$ cat config.mk
export PLATFORM = sky130hd
export DESIGN_NAME = result_merge
export DESIGN_NICKNAME = d
export VERILOG_FILES = /design/src/design/exec_pkg.sv /design/src/design/result_merge.sv
export SDC_FILE = /design/constraint.sdc
export NUM_CORES = 1
export LEC_CHECK = 0
export BUFFER_PORTS_ARGS = -buffer_cell sky130_fd_sc_hd__buf_2
export CORE_AREA = 2 2 420 422
export DETAILED_ROUTE_END_ITERATION = 10
export DIE_AREA = 0 0 422 424
export GPL_ROUTABILITY_DRIVEN = 1
export PLACE_DENSITY = 0.3
export SETUP_SLACK_MARGIN = 0.15
export SLEW_MARGIN = 40
export SYNTH_ARGS = -nofsm -noshare
export SYNTH_HDL_FRONTEND = slang
export SYNTH_SLANG_ARGS = --single-unit
$ cat constraint.sdc
create_clock -name clk -period 28.7 [get_ports clk]
set_clock_uncertainty 0.05 [all_clocks]
set_input_delay 1.435 -clock clk [delete_from_list [all_inputs] [get_ports clk]]
set_output_delay 1.435 -clock clk [all_outputs]
set_load 0.02 [all_outputs]
$ cat src/design/exec_pkg.sv
//####################################################################
// Shared definitions for the SIMD execute stage
// Lane and register index widths, ALU operation codes,
// operand-2 and mask source encodings, comparison classification
//####################################################################

package exec_pkg;

	localparam int LANE_WIDTH = 32;
	localparam int REG_IDX_WIDTH = 5;

	// Operation codes decoded upstream
	typedef enum logic [3:0] {
		ADD     = 4'd0,
		SUB     = 4'd1,
		AND     = 4'd2,
		OR      = 4'd3,
		XOR     = 4'd4,
		CMP_EQ  = 4'd5,
		CMP_NE  = 4'd6,
		CMP_LTU = 4'd7,
		CMP_LTS = 4'd8
	} alu_op_t;

	// Where the second operand comes from
	typedef enum logic [1:0] {
		SCALAR2   = 2'd0,
		VECTOR2   = 2'd1,
		IMMEDIATE = 2'd2
	} op2_src_t;

	// Writeback mask origin
	typedef enum logic [1:0] {
		SCALAR1      = 2'd0,
		SCALAR1_INV  = 2'd1,
		MASK_SCALAR2 = 2'd2,
		ALL_ONES     = 2'd3
	} mask_src_t;

	// True for ops whose lane flags get packed into the result
	function automatic logic is_compare(input alu_op_t op);
		return op == CMP_EQ || op == CMP_NE || op == CMP_LTU || op == CMP_LTS;
	endfunction

endpackage

$ cat src/design/result_merge.sv
//####################################################################
// Result merge and output register of the execute stage
// Packs per-lane compare flags, registers result,
// writeback register, enables and mask
//####################################################################

`timescale 1ns/100ps

module result_merge #(
	parameter int NUM_LANES = 16
) (
	input  logic                                       clk,
	input  logic                                       reset,
	input  exec_pkg::alu_op_t                          op_i,
	input  logic [NUM_LANES*exec_pkg::LANE_WIDTH-1:0]  lane_results_i,
	input  logic [NUM_LANES-1:0]                       lane_flags_i,
	input  logic [NUM_LANES-1:0]                       mask_i,
	input  logic [exec_pkg::REG_IDX_WIDTH-1:0]         writeback_reg_i,
	input  logic                                       enable_scalar_writeback_i,
	input  logic                                       enable_vector_writeback_i,
	output logic [NUM_LANES*exec_pkg::LANE_WIDTH-1:0]  ex_result_o,
	output logic [exec_pkg::REG_IDX_WIDTH-1:0]         ex_writeback_reg_o,
	output logic                                       ex_enable_scalar_writeback_o,
	output logic                                       ex_enable_vector_writeback_o,
	output logic [NUM_LANES-1:0]                       ex_mask_o
);

	import exec_pkg::*;

	logic [NUM_LANES*LANE_WIDTH-1:0] result_nxt;
	logic [NUM_LANES-1:0] mask_nxt;

	// Compare flags land in the low bits, lane k at bit k
	always_comb
	begin
		result_nxt = lane_results_i;
		if (is_compare(op_i))
		begin
			result_nxt = '0;
			result_nxt[NUM_LANES-1:0] = lane_flags_i;
		end
	end

	// A bubble carries no mask
	assign mask_nxt = (enable_scalar_writeback_i || enable_vector_writeback_i)
		? mask_i : '0;

	always_ff @(posedge clk, posedge reset)
	begin
		if (reset)
		begin
			ex_result_o <= '0;
			ex_writeback_reg_o <= '0;
			ex_enable_scalar_writeback_o <= 1'b0;
			ex_enable_vector_writeback_o <= 1'b0;
			ex_mask_o <= '0;
		end
		else
		begin
			ex_result_o <= result_nxt;
			ex_writeback_reg_o <= writeback_reg_i;
			ex_enable_scalar_writeback_o <= enable_scalar_writeback_i;
			ex_enable_vector_writeback_o <= enable_vector_writeback_i;
			ex_mask_o <= mask_nxt;
		end
	end

endmodule

==> out/qor.yml <==
filler_cell_count_in_the_final_layout: 19800
cts_max_path_buffers: 3
ys_warn_count: 0
die_height_um: 424
cts_inserted_buffers: 73
clock_sinks: 535
cts.repair.resized: 0
yosys.cell_count.top_type: "dfrtp_1"
max_capacitance_violation_count: 0
buffers_and_inverters_on_the_worst_path: 5
design_area_um2: 27900
hpwl_um: 76300
area_growth_syn_to_layout_pct: 63.1
synth.top_cells.by_count: "dfrtp_1, and2_1, clkbuf_2"
finalSetupViolCount: 0
cts_setup_buffers: 0
syn_nets: 1683
path_clk_slew_ns: 0.05
number_of_global_route_vias_before_repair: 13700
yosys.area.top_type: "dfrtp_1"
totalNegativeSetupSlack_ns: 0
highest-signal-layer: "met5"
final-hold-violation-count: 0
total_grt_usage_pct: 10.4
antenna_left: 0
post_route_cells_drive_above_1_share_pct: 53.6
yosys_register_bits: 535
total_number_of_vias: 12800
ctsRootBufferMaster: "clkbuf_16"
final-max-slew-violation-count: 0
worst-path-max-fanout: 105
max_stage_delay_ns: 0.70
synth_top_area_share_pct: 78.1
run_status: "finished clean"
synth_top_flop_cell: "dfrtp_1"
critPathKind: "primary input to register"
routedWlPerCell_um: 20.5
max_freq_ghz: 0.227
cp_cell_sequence: "buf_2 > or2_1 > a21oi_4 > buf_4 > buf_6 > buf_4 > buf_6 > mux2_2"
setup_repair_after_global_routing_missed_its_margin: "no"
clock_tree_from_tritoncts: "yes"
cp_top_family: "buffers and inverters"
io_pins: 1092
worst-endpoint-required_ns: 29.20
fp.coreArea_um2: 175000
chipWidth_um: 422
worst_slew_pin_slew_ns: 0.768
worst_ir_drop_vdd_v: 0.0000354
fin_crit_sh_pct: 15.3
drcViolationCount: 0
initial_core_util_pct: 9.79
grt_first_pass_wirelength_um: 126000
gp_congestion: 0.889
syn-mean-instance-area_um2: 15.2
vias_per_cell: 2.74
drt_met1_wl_um: 36000
synth_seq_area_share_pct: 78.1
detail_route_met3_wl_um: 7790
dpl_cell_area_um2: 25300
worstHoldPathType: "primary input to asynchronous set/reset pin"
layout_min_cycle_time_ns: 4.40
drt_first_iter_violations: 576
syn-cell-area_um2: 17100
grt_start_max_net_pins: 139
floorplan.die_area_um2: 179000
fin_nets: 2806
synth_top_cells_by_area: "dfrtp_1, and2_1, clkbuf_2, mux2_2, nor2b_1"
synthDistinctLibCells: 13
holdBufCountCts: 0
cts-htree-levels: 3
numPortBuffers: 1091
crit_slowest_cell: "buf_4"
count_of_flip_flops_with_a_built_in_enable_after_synthesis: 0
routed_wl_um: 95600
dr_wl_met2_um: 49300
timing.critical_path.from_type: "primary input"
multiInputGateArea_um2: 3430
worst-endpoint-arrival_ns: 4.90
gr-total-overflow: 0
total_leakage_power_uw: 0.0137
antenna_found_initial: 61
async_reset_ff_share_pct: 100
drt-pass1-iter-count: 4
critical_path.endpoint_type: "register"
max_slew_margin_pct: 48.8
fp-row-count: 154
power_density_nw_per_um2: 73.3
synth_cells: 1126
layout.area.seq_um2: 13400
==> flip-flops by register name, summed over array words and instances, names as in the netlist <==
signal / count
ex_mask_o: 16
ex_enable_vector_writeback_o: 1
ex_enable_scalar_writeback_o: 1
ex_result_o: 512
ex_writeback_reg_o: 5
==> layout by cell type (no fill, tap or decap) <==
cell type	instances
dfrtp_1	535
clkinv_2	5
buf_16	2
clkinv_8	2
diode_2	13
inv_6	4
nor4b_1	1
clkbuf_16	74
clkbuf_1	18
buf_4	4
buf_12	3
clkinv_4	1
nor2_2	1
clkbuf_8	16
and2_1	496
buf_6	5
clkinvlp_4	3
a21oi_4	1
buf_2	1091
or2_1	1
mux2_2	16
clkinv_16	3
bufinv_16	5
nor2b_1	17
==> power by group <==
part | internal, uW | leakage (uW) | total, uW | switching [uW]
clock network | 566 | 0.00120 | 950 | 384
logic | 93.6 | 0.00595 | 270 | 177
registers | 809 | 0.00655 | 827 | 17.9
total | 1470 | 0.0137 | 2050 | 579
==> per-layer routing <==
metal / vias up / global-route usage (%)
met5: - / 0
met4: 50 / 3.12
met3: 187 / 3.53
met2: 542 / 18.0
met1: 6294 / 12.0
li1: 5688 / -
==> cell type report <==
| class | instances | area share (%) |
|---|---|---|
| inverters | 1 | 0.0582 |
| well taps | 2340 | 10.5 |
| multi-input cells | 533 | 12.3 |
| diodes | 13 | 0.116 |
| clock inverters | 22 | 1.24 |
| repair buffers | 1105 | 20.3 |
| clock buffers | 108 | 7.66 |
| flip-flops and latches | 535 | 47.9 |
==> logic make-up after synthesis <==
family	after synthesis	share of synthesized area, %
buffers and inverters	58	1.91
DFF	535	78.1
muxes	16	1.05
and+or+nand+nor	516	18.8
AOI/OAI and AO/OA	1	0.0511
==> metrics by stage <==
| stage | instances | hold WS [ns] | setup WS [ns] | total power (uW) | utilization (%) |
|---|---|---|---|---|---|
| after CTS | 4641 | 0.710 | 24.28 | 2110 | 15.9 |
| final | 4657 | 0.764 | 24.30 | 2050 | 16.0 |
| after global routing | 4647 | 0.756 | 24.04 | 2150 | 16.0 |
| after global placement | 4511 | 1.49 | 22.98 | 1120 | 14.5 |
| after detailed placement | 4511 | 1.50 | 23.50 | 1120 | 14.5 |
| after floorplan | 1126 | 1.42 | 12.26 | 969 | - |
==> worst paths after layout <==
| kind | from | end | cells after the start |
|---|---|---|---|
| setup / recovery | op_i[1] | ex_result_o[0] | 8 |
| hold / removal | reset | ex_result_o[464] | 2 |
| max in group asynchronous | reset | ex_result_o[198] | 6 |
| min in group clk | writeback_reg_i[3] | ex_writeback_reg_o[3] | 1 |
Power figures use the tool's default switching activity.
