File: src/design/exec_pkg.sv
//####################################################################
// Shared definitions for the SIMD execute stage
// Lane and register index widths, ALU operation codes,
// operand-2 and mask source encodings, comparison classification
//####################################################################

package exec_pkg;

	localparam int LANE_WIDTH = 32;
	localparam int REG_IDX_WIDTH = 5;

	// Operation codes decoded upstream
	typedef enum logic [3:0] {
		ADD     = 4'd0,
		SUB     = 4'd1,
		AND     = 4'd2,
		OR      = 4'd3,
		XOR     = 4'd4,
		CMP_EQ  = 4'd5,
		CMP_NE  = 4'd6,
		CMP_LTU = 4'd7,
		CMP_LTS = 4'd8
	} alu_op_t;

	// Where the second operand comes from
	typedef enum logic [1:0] {
		SCALAR2   = 2'd0,
		VECTOR2   = 2'd1,
		IMMEDIATE = 2'd2
	} op2_src_t;

	// Writeback mask origin
	typedef enum logic [1:0] {
		SCALAR1      = 2'd0,
		SCALAR1_INV  = 2'd1,
		MASK_SCALAR2 = 2'd2,
		ALL_ONES     = 2'd3
	} mask_src_t;

	// True for ops whose lane flags get packed into the result
	function automatic logic is_compare(input alu_op_t op);
		return op == CMP_EQ || op == CMP_NE || op == CMP_LTU || op == CMP_LTS;
	endfunction

endpackage

File: src/design/lane_alu.sv
//####################################################################
// Single lane integer ALU
// Wrapping add/sub, bitwise logic, equality and ordered compares
//####################################################################

`timescale 1ns/100ps

module lane_alu (
	input  exec_pkg::alu_op_t                op_i,
	input  logic [exec_pkg::LANE_WIDTH-1:0]  a_i,
	input  logic [exec_pkg::LANE_WIDTH-1:0]  b_i,
	output logic [exec_pkg::LANE_WIDTH-1:0]  result_o,
	output logic                             flag_o
);

	import exec_pkg::*;

	logic [LANE_WIDTH-1:0] difference;

	// Shared by subtract and the equality checks
	assign difference = a_i - b_i;

	always_comb
	begin
		case (op_i)
			ADD:     result_o = a_i + b_i;
			SUB:     result_o = difference;
			AND:     result_o = a_i & b_i;
			OR:      result_o = a_i | b_i;
			XOR:     result_o = a_i ^ b_i;
			default: result_o = '0;
		endcase
	end

	always_comb
	begin
		case (op_i)
			CMP_EQ:  flag_o = difference == '0;
			CMP_NE:  flag_o = difference != '0;
			CMP_LTU: flag_o = a_i < b_i;
			// Sign bit matters here only
			CMP_LTS: flag_o = $signed(a_i) < $signed(b_i);
			default: flag_o = 1'b0;
		endcase
	end

endmodule

File: config.mk
export PLATFORM = sky130hd
export DESIGN_NAME = lane_alu
export DESIGN_NICKNAME = d
export VERILOG_FILES = /design/src/design/exec_pkg.sv /design/src/design/lane_alu.sv
export SDC_FILE = /design/constraint.sdc
export NUM_CORES = 1
export LEC_CHECK = 0
export ABC_CLOCK_PERIOD_IN_PS = 4500
export BUFFER_PORTS_ARGS = -buffer_cell sky130_fd_sc_hd__buf_2
export CAP_MARGIN = 20
export CORE_UTILIZATION = 40
export DETAILED_ROUTE_END_ITERATION = 16
export REMOVE_ABC_BUFFERS = 1
export SLEW_MARGIN = 20
export SYNTH_ARGS = -nofsm -noshare
export SYNTH_HDL_FRONTEND = slang
export SYNTH_SLANG_ARGS = --single-unit
File: constraint.sdc
create_clock -name vclk -period 4.5
set_input_delay 0.9 -clock vclk [all_inputs]
set_output_delay 0.9 -clock vclk [all_outputs]
set_load 0.005 [all_outputs]
==> results of run 1 <==
## worst min-delay path by stage
stage | end | startpoint | slack [ns]
2_1_floorplan | result_o[0] | op_i[3] | 1.88
3_3_place_gp | result_o[0] | op_i[3] | 2.19
3_5_place_dp | result_o[0] | op_i[3] | 2.18
4_1_cts | result_o[0] | op_i[3] | 2.18
5_1_grt | result_o[0] | op_i[3] | 2.19
6_report | result_o[0] | op_i[3] | 2.17
## metrics by stage
step           utilization [%]  setup WS [ns]  setup TNS, ns  total power, mW
6_report                  67.6         -0.530          -1.12             1.32
5_1_grt                   67.6         -0.625          -1.84             1.42
4_1_cts                   64.0         -0.426          -1.18             1.20
3_5_place_dp              60.5         -0.663          -4.07             1.11
3_3_place_gp              60.5         -0.533          -3.57             1.10
2_1_floorplan                -         -0.163         -0.806            0.563
## cell usage after synthesis, drive strengths merged (5+ instances only)
cell type	n	area (sq um)
a221oi	14	123
a21oi	87	454
nor3	29	150
mux2i	6	60.1
o21ai	48	244
o211ai	13	103
o21bai	20	154
inv	96	360
and2	8	50.1
clkbuf	41	164
o21a	5	37.5
or2	5	31.3
nor4	24	175
nor2b	9	58.8
o221ai	11	96.3
a311o	5	50.1
xnor2	16	140
a2111oi	8	90.1
nand2	62	233
o311ai	5	61.3
ha	96	1200
a211oi	7	57.6
o31ai	19	163
nand2b	6	37.5
a21o	12	93.8
buf	11	67.6
nor2	92	348
nand4	8	50.1
nand3	20	100
a31oi	15	106
## worst max-delay path, cell delays in order
cell and delay (ns):
buf_8 0.08, inv_4 0.03, ha_4 0.15, fa_2 0.37, o21bai_4 0.19, a2111oi_4 0.11
buf_4 0.16, o21ai_4 0.15, a21oi_4 0.09, buf_12 0.13, o311ai_4 0.31, a211oi_4 0.13
buf_4 0.17, or4_1 0.41, a21oi_1 0.14, nor2_1 0.08, xnor2_1 0.12, o211ai_1 0.25
buf_2 0.16
## cells by family (layout without fill, tap and decap cells)
family,after synthesis,after routing,share of synthesized area (%)
mux,6,6,1.05
fa+ha+maj,98,98,21.7
simple gates,284,284,24.3
buf+inv,150,517,10.5
compound gates,315,315,39.5
xor+xnor,19,19,2.91
## cell usage in the layout, fill, tap and decap left out, drive strengths merged, types with 7 or more instances in the layout
cell type and count:
nor2b 9, nand2 62, a2111oi 8, inv 96
nor3 29, a21oi 87, ha 96, o221ai 11
and2 8, nor2 92, xnor2 16, o21bai 20
buf 418, o21ai 48, nand4 8, o211ai 13
a221oi 14, a21o 12, nand3 20, o31ai 19
a211oi 7, a31oi 15, nor4 24
## timing repair
item / in CTS / in global routing
pin swaps: 45 / 48
buffers inserted: 14 / 15
endpoints found under the setup margin: 15 / 16
gates resized for setup: 82 / 80
hold buffers: 0 / 0
## final cells by class
| class | instances | area, sq um |
|---|---|---|
| tap | 180 | 225 |
| multi-input combinational | 722 | 5830 |
| timing repair buffer | 419 | 2990 |
| inverter | 98 | 372 |
| fill | 1210 | 4520 |
## power by group through the flow
| stage | Sequential [mW] | Clock [mW] | Combinational (mW) |
|---|---|---|---|
| after floorplan | 0 | 0 | 0.563 |
| after global placement | 0 | 0 | 1.10 |
| after detailed placement | 0 | 0 | 1.11 |
| after CTS | 0 | 0 | 1.20 |
| after global routing | 0 | 0 | 1.42 |
| final | 0 | 0 | 1.32 |
## metal layers
| metal | part of all wire, % | global-route usage [%] | up-vias | wire [um] |
|---|---|---|---|---|
| met2 | 47 | 51.2 | 323 | 10800 |
| li1 | - | - | 3947 | - |
| met5 | 0 | 0 | - | 0 |
| met3 | 6.1 | 3.14 | 47 | 1410 |
| met1 | 44 | 39.8 | 3769 | 10200 |
| met4 | 2.4 | 8.26 | 0 | 561 |
==> flow_summary_export.csv, run 1 <==
group,metric,value,unit
finish,final_area,9420,sq um
placement,gp_congestion,0.959,
finish,diodes,0,
grt,grt_pass1_vias,7522,
grt,antenna_found_initial,0,
grt,grt_pass1_wl,36.2,mm
logic_synthesis,yosys.cell_types.count,88,
logic_synthesis,yosys_warnings,0,
routing,ant_nets,0,
finish,stdcell_count,1419,
sta,setup_ws,-0.530,ns
floorplan,placementRows,43,
outcome,failed_checks,"negative setup slack",
floorplan,die_w,122,um
sta,fin_crit,5.03,ns
power_and_ir_drop,power.density,140,nW/um^2
power_and_ir_drop,p_sw,0.672,mW
finish,area_growth,64.7,%
critical_path,critPathMaxFanout,3,
logic_synthesis,avgSynthCellArea,6.56,sq um
sta,slew_viol_final,0,
floorplan,die_h,122,um
critical_path,crit_arrival,4.13,ns
routing,drt_iter0_markers,685,
grt,grt_use_total,30.0,%
critical_path,critPathLaunchType,"primary input",
hold_path,hp-class,"primary input to primary output",
critical_path,crit_end,"flag_o",
power_and_ir_drop,combPwrFrac,100.0,%
logic_synthesis,syn_area,5720,sq um
critical_path,startpoint,"a_i[0]",
finish,seq_cell_count,0,
grt,grt_start_max_net_pins,17,
finish,regArea,0,sq um
floorplan,die_area,14800,sq um
sta,relSlewSlack,58.1,%
power_and_ir_drop,static-leakage-power,4.57,nW
critical_path,crit_required,3.60,ns
routing,vias_per_cell,5.70,
placement,dp_hpwl,18.3,mm
routing,wirelength,23.0,mm
power_and_ir_drop,peakVddDrop,0.0749,mV
floorplan,io-pin-count,101,
sta,max_freq,199,MHz
power_and_ir_drop,p_seq_share,0,%
outcome,status,"complete, but fails checks",
finish,nClkBuffers,0,
finish,final_nets,1407,
power_and_ir_drop,intPower,0.648,mW
run,cap_violations,0,
sta,fin_crit_sh,112,%
finish,drive_gt1_share,43.8,%
logic_synthesis,ys_seq_area_share,0,%
sta,grt_setup_unrepaired,"yes",
power_and_ir_drop,p_clk_share,0,%
critical_path,crit_type,"primary input to primary output",
routing,via_count,8086,
sta,timing.hold.ws,2.17,ns
floorplan,initial_core_util,41.0,%
routing,route.detailed.drc,0,
floorplan,core_area,13900,sq um
grt,grt_overflow,0,
sta,hold_violations,0,
logic_synthesis,synthesis.instances,872,
sta,tightestPinTransition,0.623,ns
routing,avgRoutedWirePerCell,16.2,um
power_and_ir_drop,power.share.switching,50.9,%
critical_path,end_kind,"primary output",
sta,setup_viol,8,
placement,place_area,8430,sq um
placement,dp_cells,1394,
hold_path,worstHoldPathCells,3,
routing,dr.pass1.iters,6,
placement,portBuffers,101,
(Power assumes the default switching activity.)
==> run 2: changes to the inputs <==
==> constraint.sdc (replaced) <==
create_clock -name vclk -period 4.5
set_input_delay 0.45 -clock vclk [all_inputs]
set_output_delay 0.45 -clock vclk [all_outputs]
set_load 0.005 [all_outputs]
==> flow_summary_export.csv, run 2 (synthesized netlist as in run 1, its figures left out) <==
group,metric,value,unit
outcome,status,"complete, no violations",
critical_path,crit_required,4.05,ns
critical_path,path_cells,"buf_2 -> inv_1 -> ha_1 -> fa_1 -> o21bai_2 -> a21oi_1 -> xnor2_1 -> o31ai_1 -> a2111oi_0 -> nand4_1 -> nor4_1 -> nand4_1 -> nor4_2 -> mux2i_1 -> o211ai_1 -> buf_2",
sta,setup_ws,0.129,ns
critical_path,critPathMaxFanout,4,
critical_path,crit_type,"primary input to primary output",
routing,route.detailed.drc,0,
critical_path,crit_arrival,3.92,ns
sta,grt_setup_unrepaired,"no",
routing,drt_iter0_markers,692,
critical_path,critPathLaunchType,"primary input",
finish,layout_common_cells,"101 x buf_2, 94 x inv_1, 94 x ha_1",
critical_path,cpMaxStageDelayCell,"fa_1",
finish,nClkBuffers,0,
run,cap_violations,0,
critical_path,cp_slowest_stage_delay,0.46,ns
grt,grt_overflow,0,
placement,gp_congestion,0.963,
grt,grt_use_total,26.0,%
placement,dp_cells,1156,
finish,stdcell_count,1156,
finish,area_growth,16.4,%
floorplan,die_w,122,um
critical_path,cp.buffers_inverters,3,
sta,tightestPinTransition,0.851,ns
finish,diodes,0,
sta,relSlewSlack,42.8,%
finish,final_common_cell,"buf_2",
finish,final_nets,1144,
sta,setup_viol,0,
power_and_ir_drop,power.density,133,nW/um^2
placement,pre_cts_ws,0.115,ns
critical_path,startpoint,"a_i[0]",
grt,grt_pass1_vias,6092,
sta,max_freq,229,MHz
grt,grt_start_max_net_pins,19,
finish,seq_cell_count,0,
power_and_ir_drop,peakVddDrop,0.0530,mV
sta,slew_viol_final,0,
grt,antenna_found_initial,0,
placement,portBuffers,101,
floorplan,io-pin-count,101,
placement,dp_hpwl,16.3,mm
hold_path,worstHoldPathCells,3,
floorplan,initial_core_util,41.0,%
cts,postCtsHoldBufs,0,
finish,drive_gt1_share,20.1,%
hold_path,hold-path-endpoint,"result_o[0]",
finish,regArea,0,sq um
floorplan,placementRows,43,
grt,grt_pass1_wl,31.4,mm
critical_path,end_kind,"primary output",
hold_path,hp-start,"op_i[3]",
sta,hold_violations,0,
routing,via_count,6993,
floorplan,die_h,122,um
power_and_ir_drop,static-leakage-power,3.20,nW
sta,fin_crit_sh,97.1,%
sta,fin_setup_tns,0,ns
floorplan,core_area,13900,sq um
sta,fin_crit,4.37,ns
critical_path,cp_top_family,"compound AO/OA/AOI/OAI gates",
hold_path,hp-class,"primary input to primary output",
routing,dr.pass1.iters,5,
routing,ant_nets,0,
routing,avgRoutedWirePerCell,17.1,um
routing,vias_per_cell,6.05,
floorplan,die_area,14800,sq um
routing,wirelength,19.8,mm
-- run 2: cell count changes in the layout (fill, tap and decap cells not counted), sizes merged --
cell and delta:
buf -262, clkbuf -1
-- run 2: timing repair --
action | 4_1_cts | 5_1_grt
setup endpoints to repair | 0 | 1
buffers inserted | 0 | 0
gates resized for setup | 0 | 3
-- run 2: metal layers --
| metal | global-route usage [%] | routed length, um |
|---|---|---|
| met2 | 42.2 | 8890 |
| met3 | 1.78 | 1400 |
| met4 | 5.02 | 358 |
| met1 | 37.5 | 9120 |
| met5 | 0 | 0 |
-- run 2: how the worst max path moves through the flow --
stage	cells past startpoint	endpoint	slack, ns
after global routing	15	flag_o	0.009
after floorplan	7	result_o[10]	0.74
after CTS	15	flag_o	0.1
final	16	flag_o	0.13
after detailed placement	15	flag_o	0.12
after global placement	14	flag_o	0.20
-- run 2: where the power goes --
part | internal, mW | switching, mW | total [mW]
logic | 0.355 | 0.529 | 0.884
registers | 0 | 0 | 0
clock network | 0 | 0 | 0
total | 0.355 | 0.529 | 0.884
-- run 2: final cells by class --
| class | count | area (sq um) |
|---|---|---|
| multi-input combinational | 722 | 5140 |
| tap | 180 | 225 |
| inverter | 98 | 369 |
| fill | 1496 | 7280 |
| timing repair buffer | 156 | 918 |
-- run 2: metrics by stage --
step	hold WS, ns	cell area (sq um)	power (mW)	util, %
after floorplan	0.983	5490	0.563	-
after global placement	1.27	6640	0.866	47.7
after detailed placement	1.26	6640	0.864	47.7
after CTS	1.27	6640	0.869	47.7
after global routing	1.30	6650	0.967	47.8
final	1.26	6650	0.884	47.8
==> run 3: changes to the inputs <==
Settings changed: ABC_AREA from default to 0, BUFFER_PORTS_ARGS -buffer_cell sky130_fd_sc_hd__buf_2 to -buffer_cell sky130_fd_sc_hd__buf_4.
==> flow_summary_export.csv, run 3 (synthesized netlist as in run 1, its figures left out) <==
group,metric,value,unit
finish,layout_common_cells,"154 x buf_4, 94 x inv_1, 93 x ha_1",
critical_path,critPathLaunchType,"primary input",
floorplan,initial_core_util,41.0,%
power_and_ir_drop,static-leakage-power,3.26,nW
routing,dr.pass1.iters,5,
grt,grt_use_total,26.4,%
hold_path,hp-start,"op_i[3]",
sta,slew_viol_final,0,
grt,grt_start_max_net_pins,25,
outcome,status,"complete, no violations",
grt,antenna_found_initial,0,
run,cap_violations,0,
sta,setup_viol,0,
finish,final_common_cell,"buf_4",
floorplan,io-pin-count,101,
sta,fin_crit_sh,94.8,%
power_and_ir_drop,power.density,134,nW/um^2
floorplan,die_h,122,um
placement,portBuffers,101,
routing,avgRoutedWirePerCell,17.5,um
floorplan,die_area,14800,sq um
floorplan,core_area,13900,sq um
floorplan,placementRows,43,
placement,pre_cts_ws,0.0139,ns
finish,nClkBuffers,0,
routing,wirelength,20.2,mm
routing,ant_nets,0,
critical_path,end_kind,"primary output",
routing,route.detailed.drc,0,
critical_path,crit_required,4.05,ns
grt,grt_pass1_vias,6301,
grt,grt_pass1_wl,31.9,mm
routing,drt_iter0_markers,703,
finish,diodes,0,
sta,hold_violations,0,
power_and_ir_drop,peakVddDrop,0.0689,mV
critical_path,critPathMaxFanout,6,
finish,final_nets,1142,
placement,place_area,6880,sq um
routing,via_count,7005,
hold_path,hold-path-endpoint,"result_o[0]",
sta,relSlewSlack,31.8,%
finish,regArea,0,sq um
finish,fill_cells,1520,
finish,final_area,6930,sq um
routing,vias_per_cell,6.07,
grt,grt_overflow,0,
sta,setup_ws,0.234,ns
placement,gp_congestion,0.928,
sta,tightestPinTransition,1.02,ns
finish,seq_cell_count,0,
critical_path,crit_arrival,3.82,ns
critical_path,crit_type,"primary input to primary output",
finish,drive_gt1_share,20.2,%
sta,max_freq,234,MHz
hold_path,hp-class,"primary input to primary output",
sta,fin_setup_tns,0,ns
finish,area_growth,21.2,%
placement,dp_hpwl,16.1,mm
hold_path,worstHoldPathCells,3,
sta,fin_crit,4.27,ns
floorplan,die_w,122,um
-- run 3: worst max-delay path, stage by stage --
cell       delay [ns]
buf_4            0.11
inv_1            0.07
ha_1             0.20
fa_2             0.29
o21bai_4         0.10
a2111oi_4        0.45
o21ai_2          0.15
a21oi_4          0.31
o311ai_4         0.16
a211oi_2         0.37
o31ai_1          0.13
xnor2_1          0.17
nor4_2           0.31
mux2i_1          0.23
o211ai_1         0.14
buf_4            0.16
-- run 3: stage by stage --
step | cells | total power, mW | hold WS, ns | utilization, %
6_report | 1154 | 0.932 | 1.24 | 49.7
5_1_grt | 1154 | 1.02 | 1.26 | 49.7
4_1_cts | 1153 | 0.909 | 1.25 | 49.4
3_5_place_dp | 1153 | 0.902 | 1.25 | 49.4
3_3_place_gp | 1153 | 0.903 | 1.26 | 49.4
2_1_floorplan | 820 | 0.563 | 0.983 | -
-- run 3: layout make-up --
cell class | instances | area [sq um] | share of cell area [%]
inverters | 98 | 369 | 5.33
well taps | 180 | 225 | 3.25
repair buffers | 154 | 1160 | 16.7
multi-input cells | 722 | 5180 | 74.7
-- run 3: worst max path at each step --
stage / slack, ns / endpoint / start
after global placement: 0.08 / flag_o / a_i[0]
final: 0.23 / flag_o / a_i[0]
after detailed placement: 0.01 / flag_o / a_i[0]
after floorplan: 0.74 / result_o[10] / op_i[2]
after global routing: -0.006 / flag_o / a_i[0]
after CTS: 0.14 / flag_o / a_i[0]
-- run 3: timing repair --
action / 4_1_cts / 5_1_grt
endpoints found under the setup margin: 1 / 1
resized for setup: 1 / 8
endpoints found under the hold margin: 0 / 0
hold buffers: 0 / 0
pin swaps: 0 / 9
buffers inserted: 0 / 1
-- run 3: layer usage --
layer	global-route usage (%)	vias up	share of wire, %
li1	-	3415	-
met1	38.6	3214	47
met2	42.5	334	44
met3	0.983	42	6.8
met4	6.10	0	2.4
met5	0	-	0
-- run 3: report_power, final --
group	internal, mW	switching, mW	total (mW)
Combinational	0.393	0.539	0.932
Sequential	0	0	0
Clock	0	0	0
Total	0.393	0.539	0.932
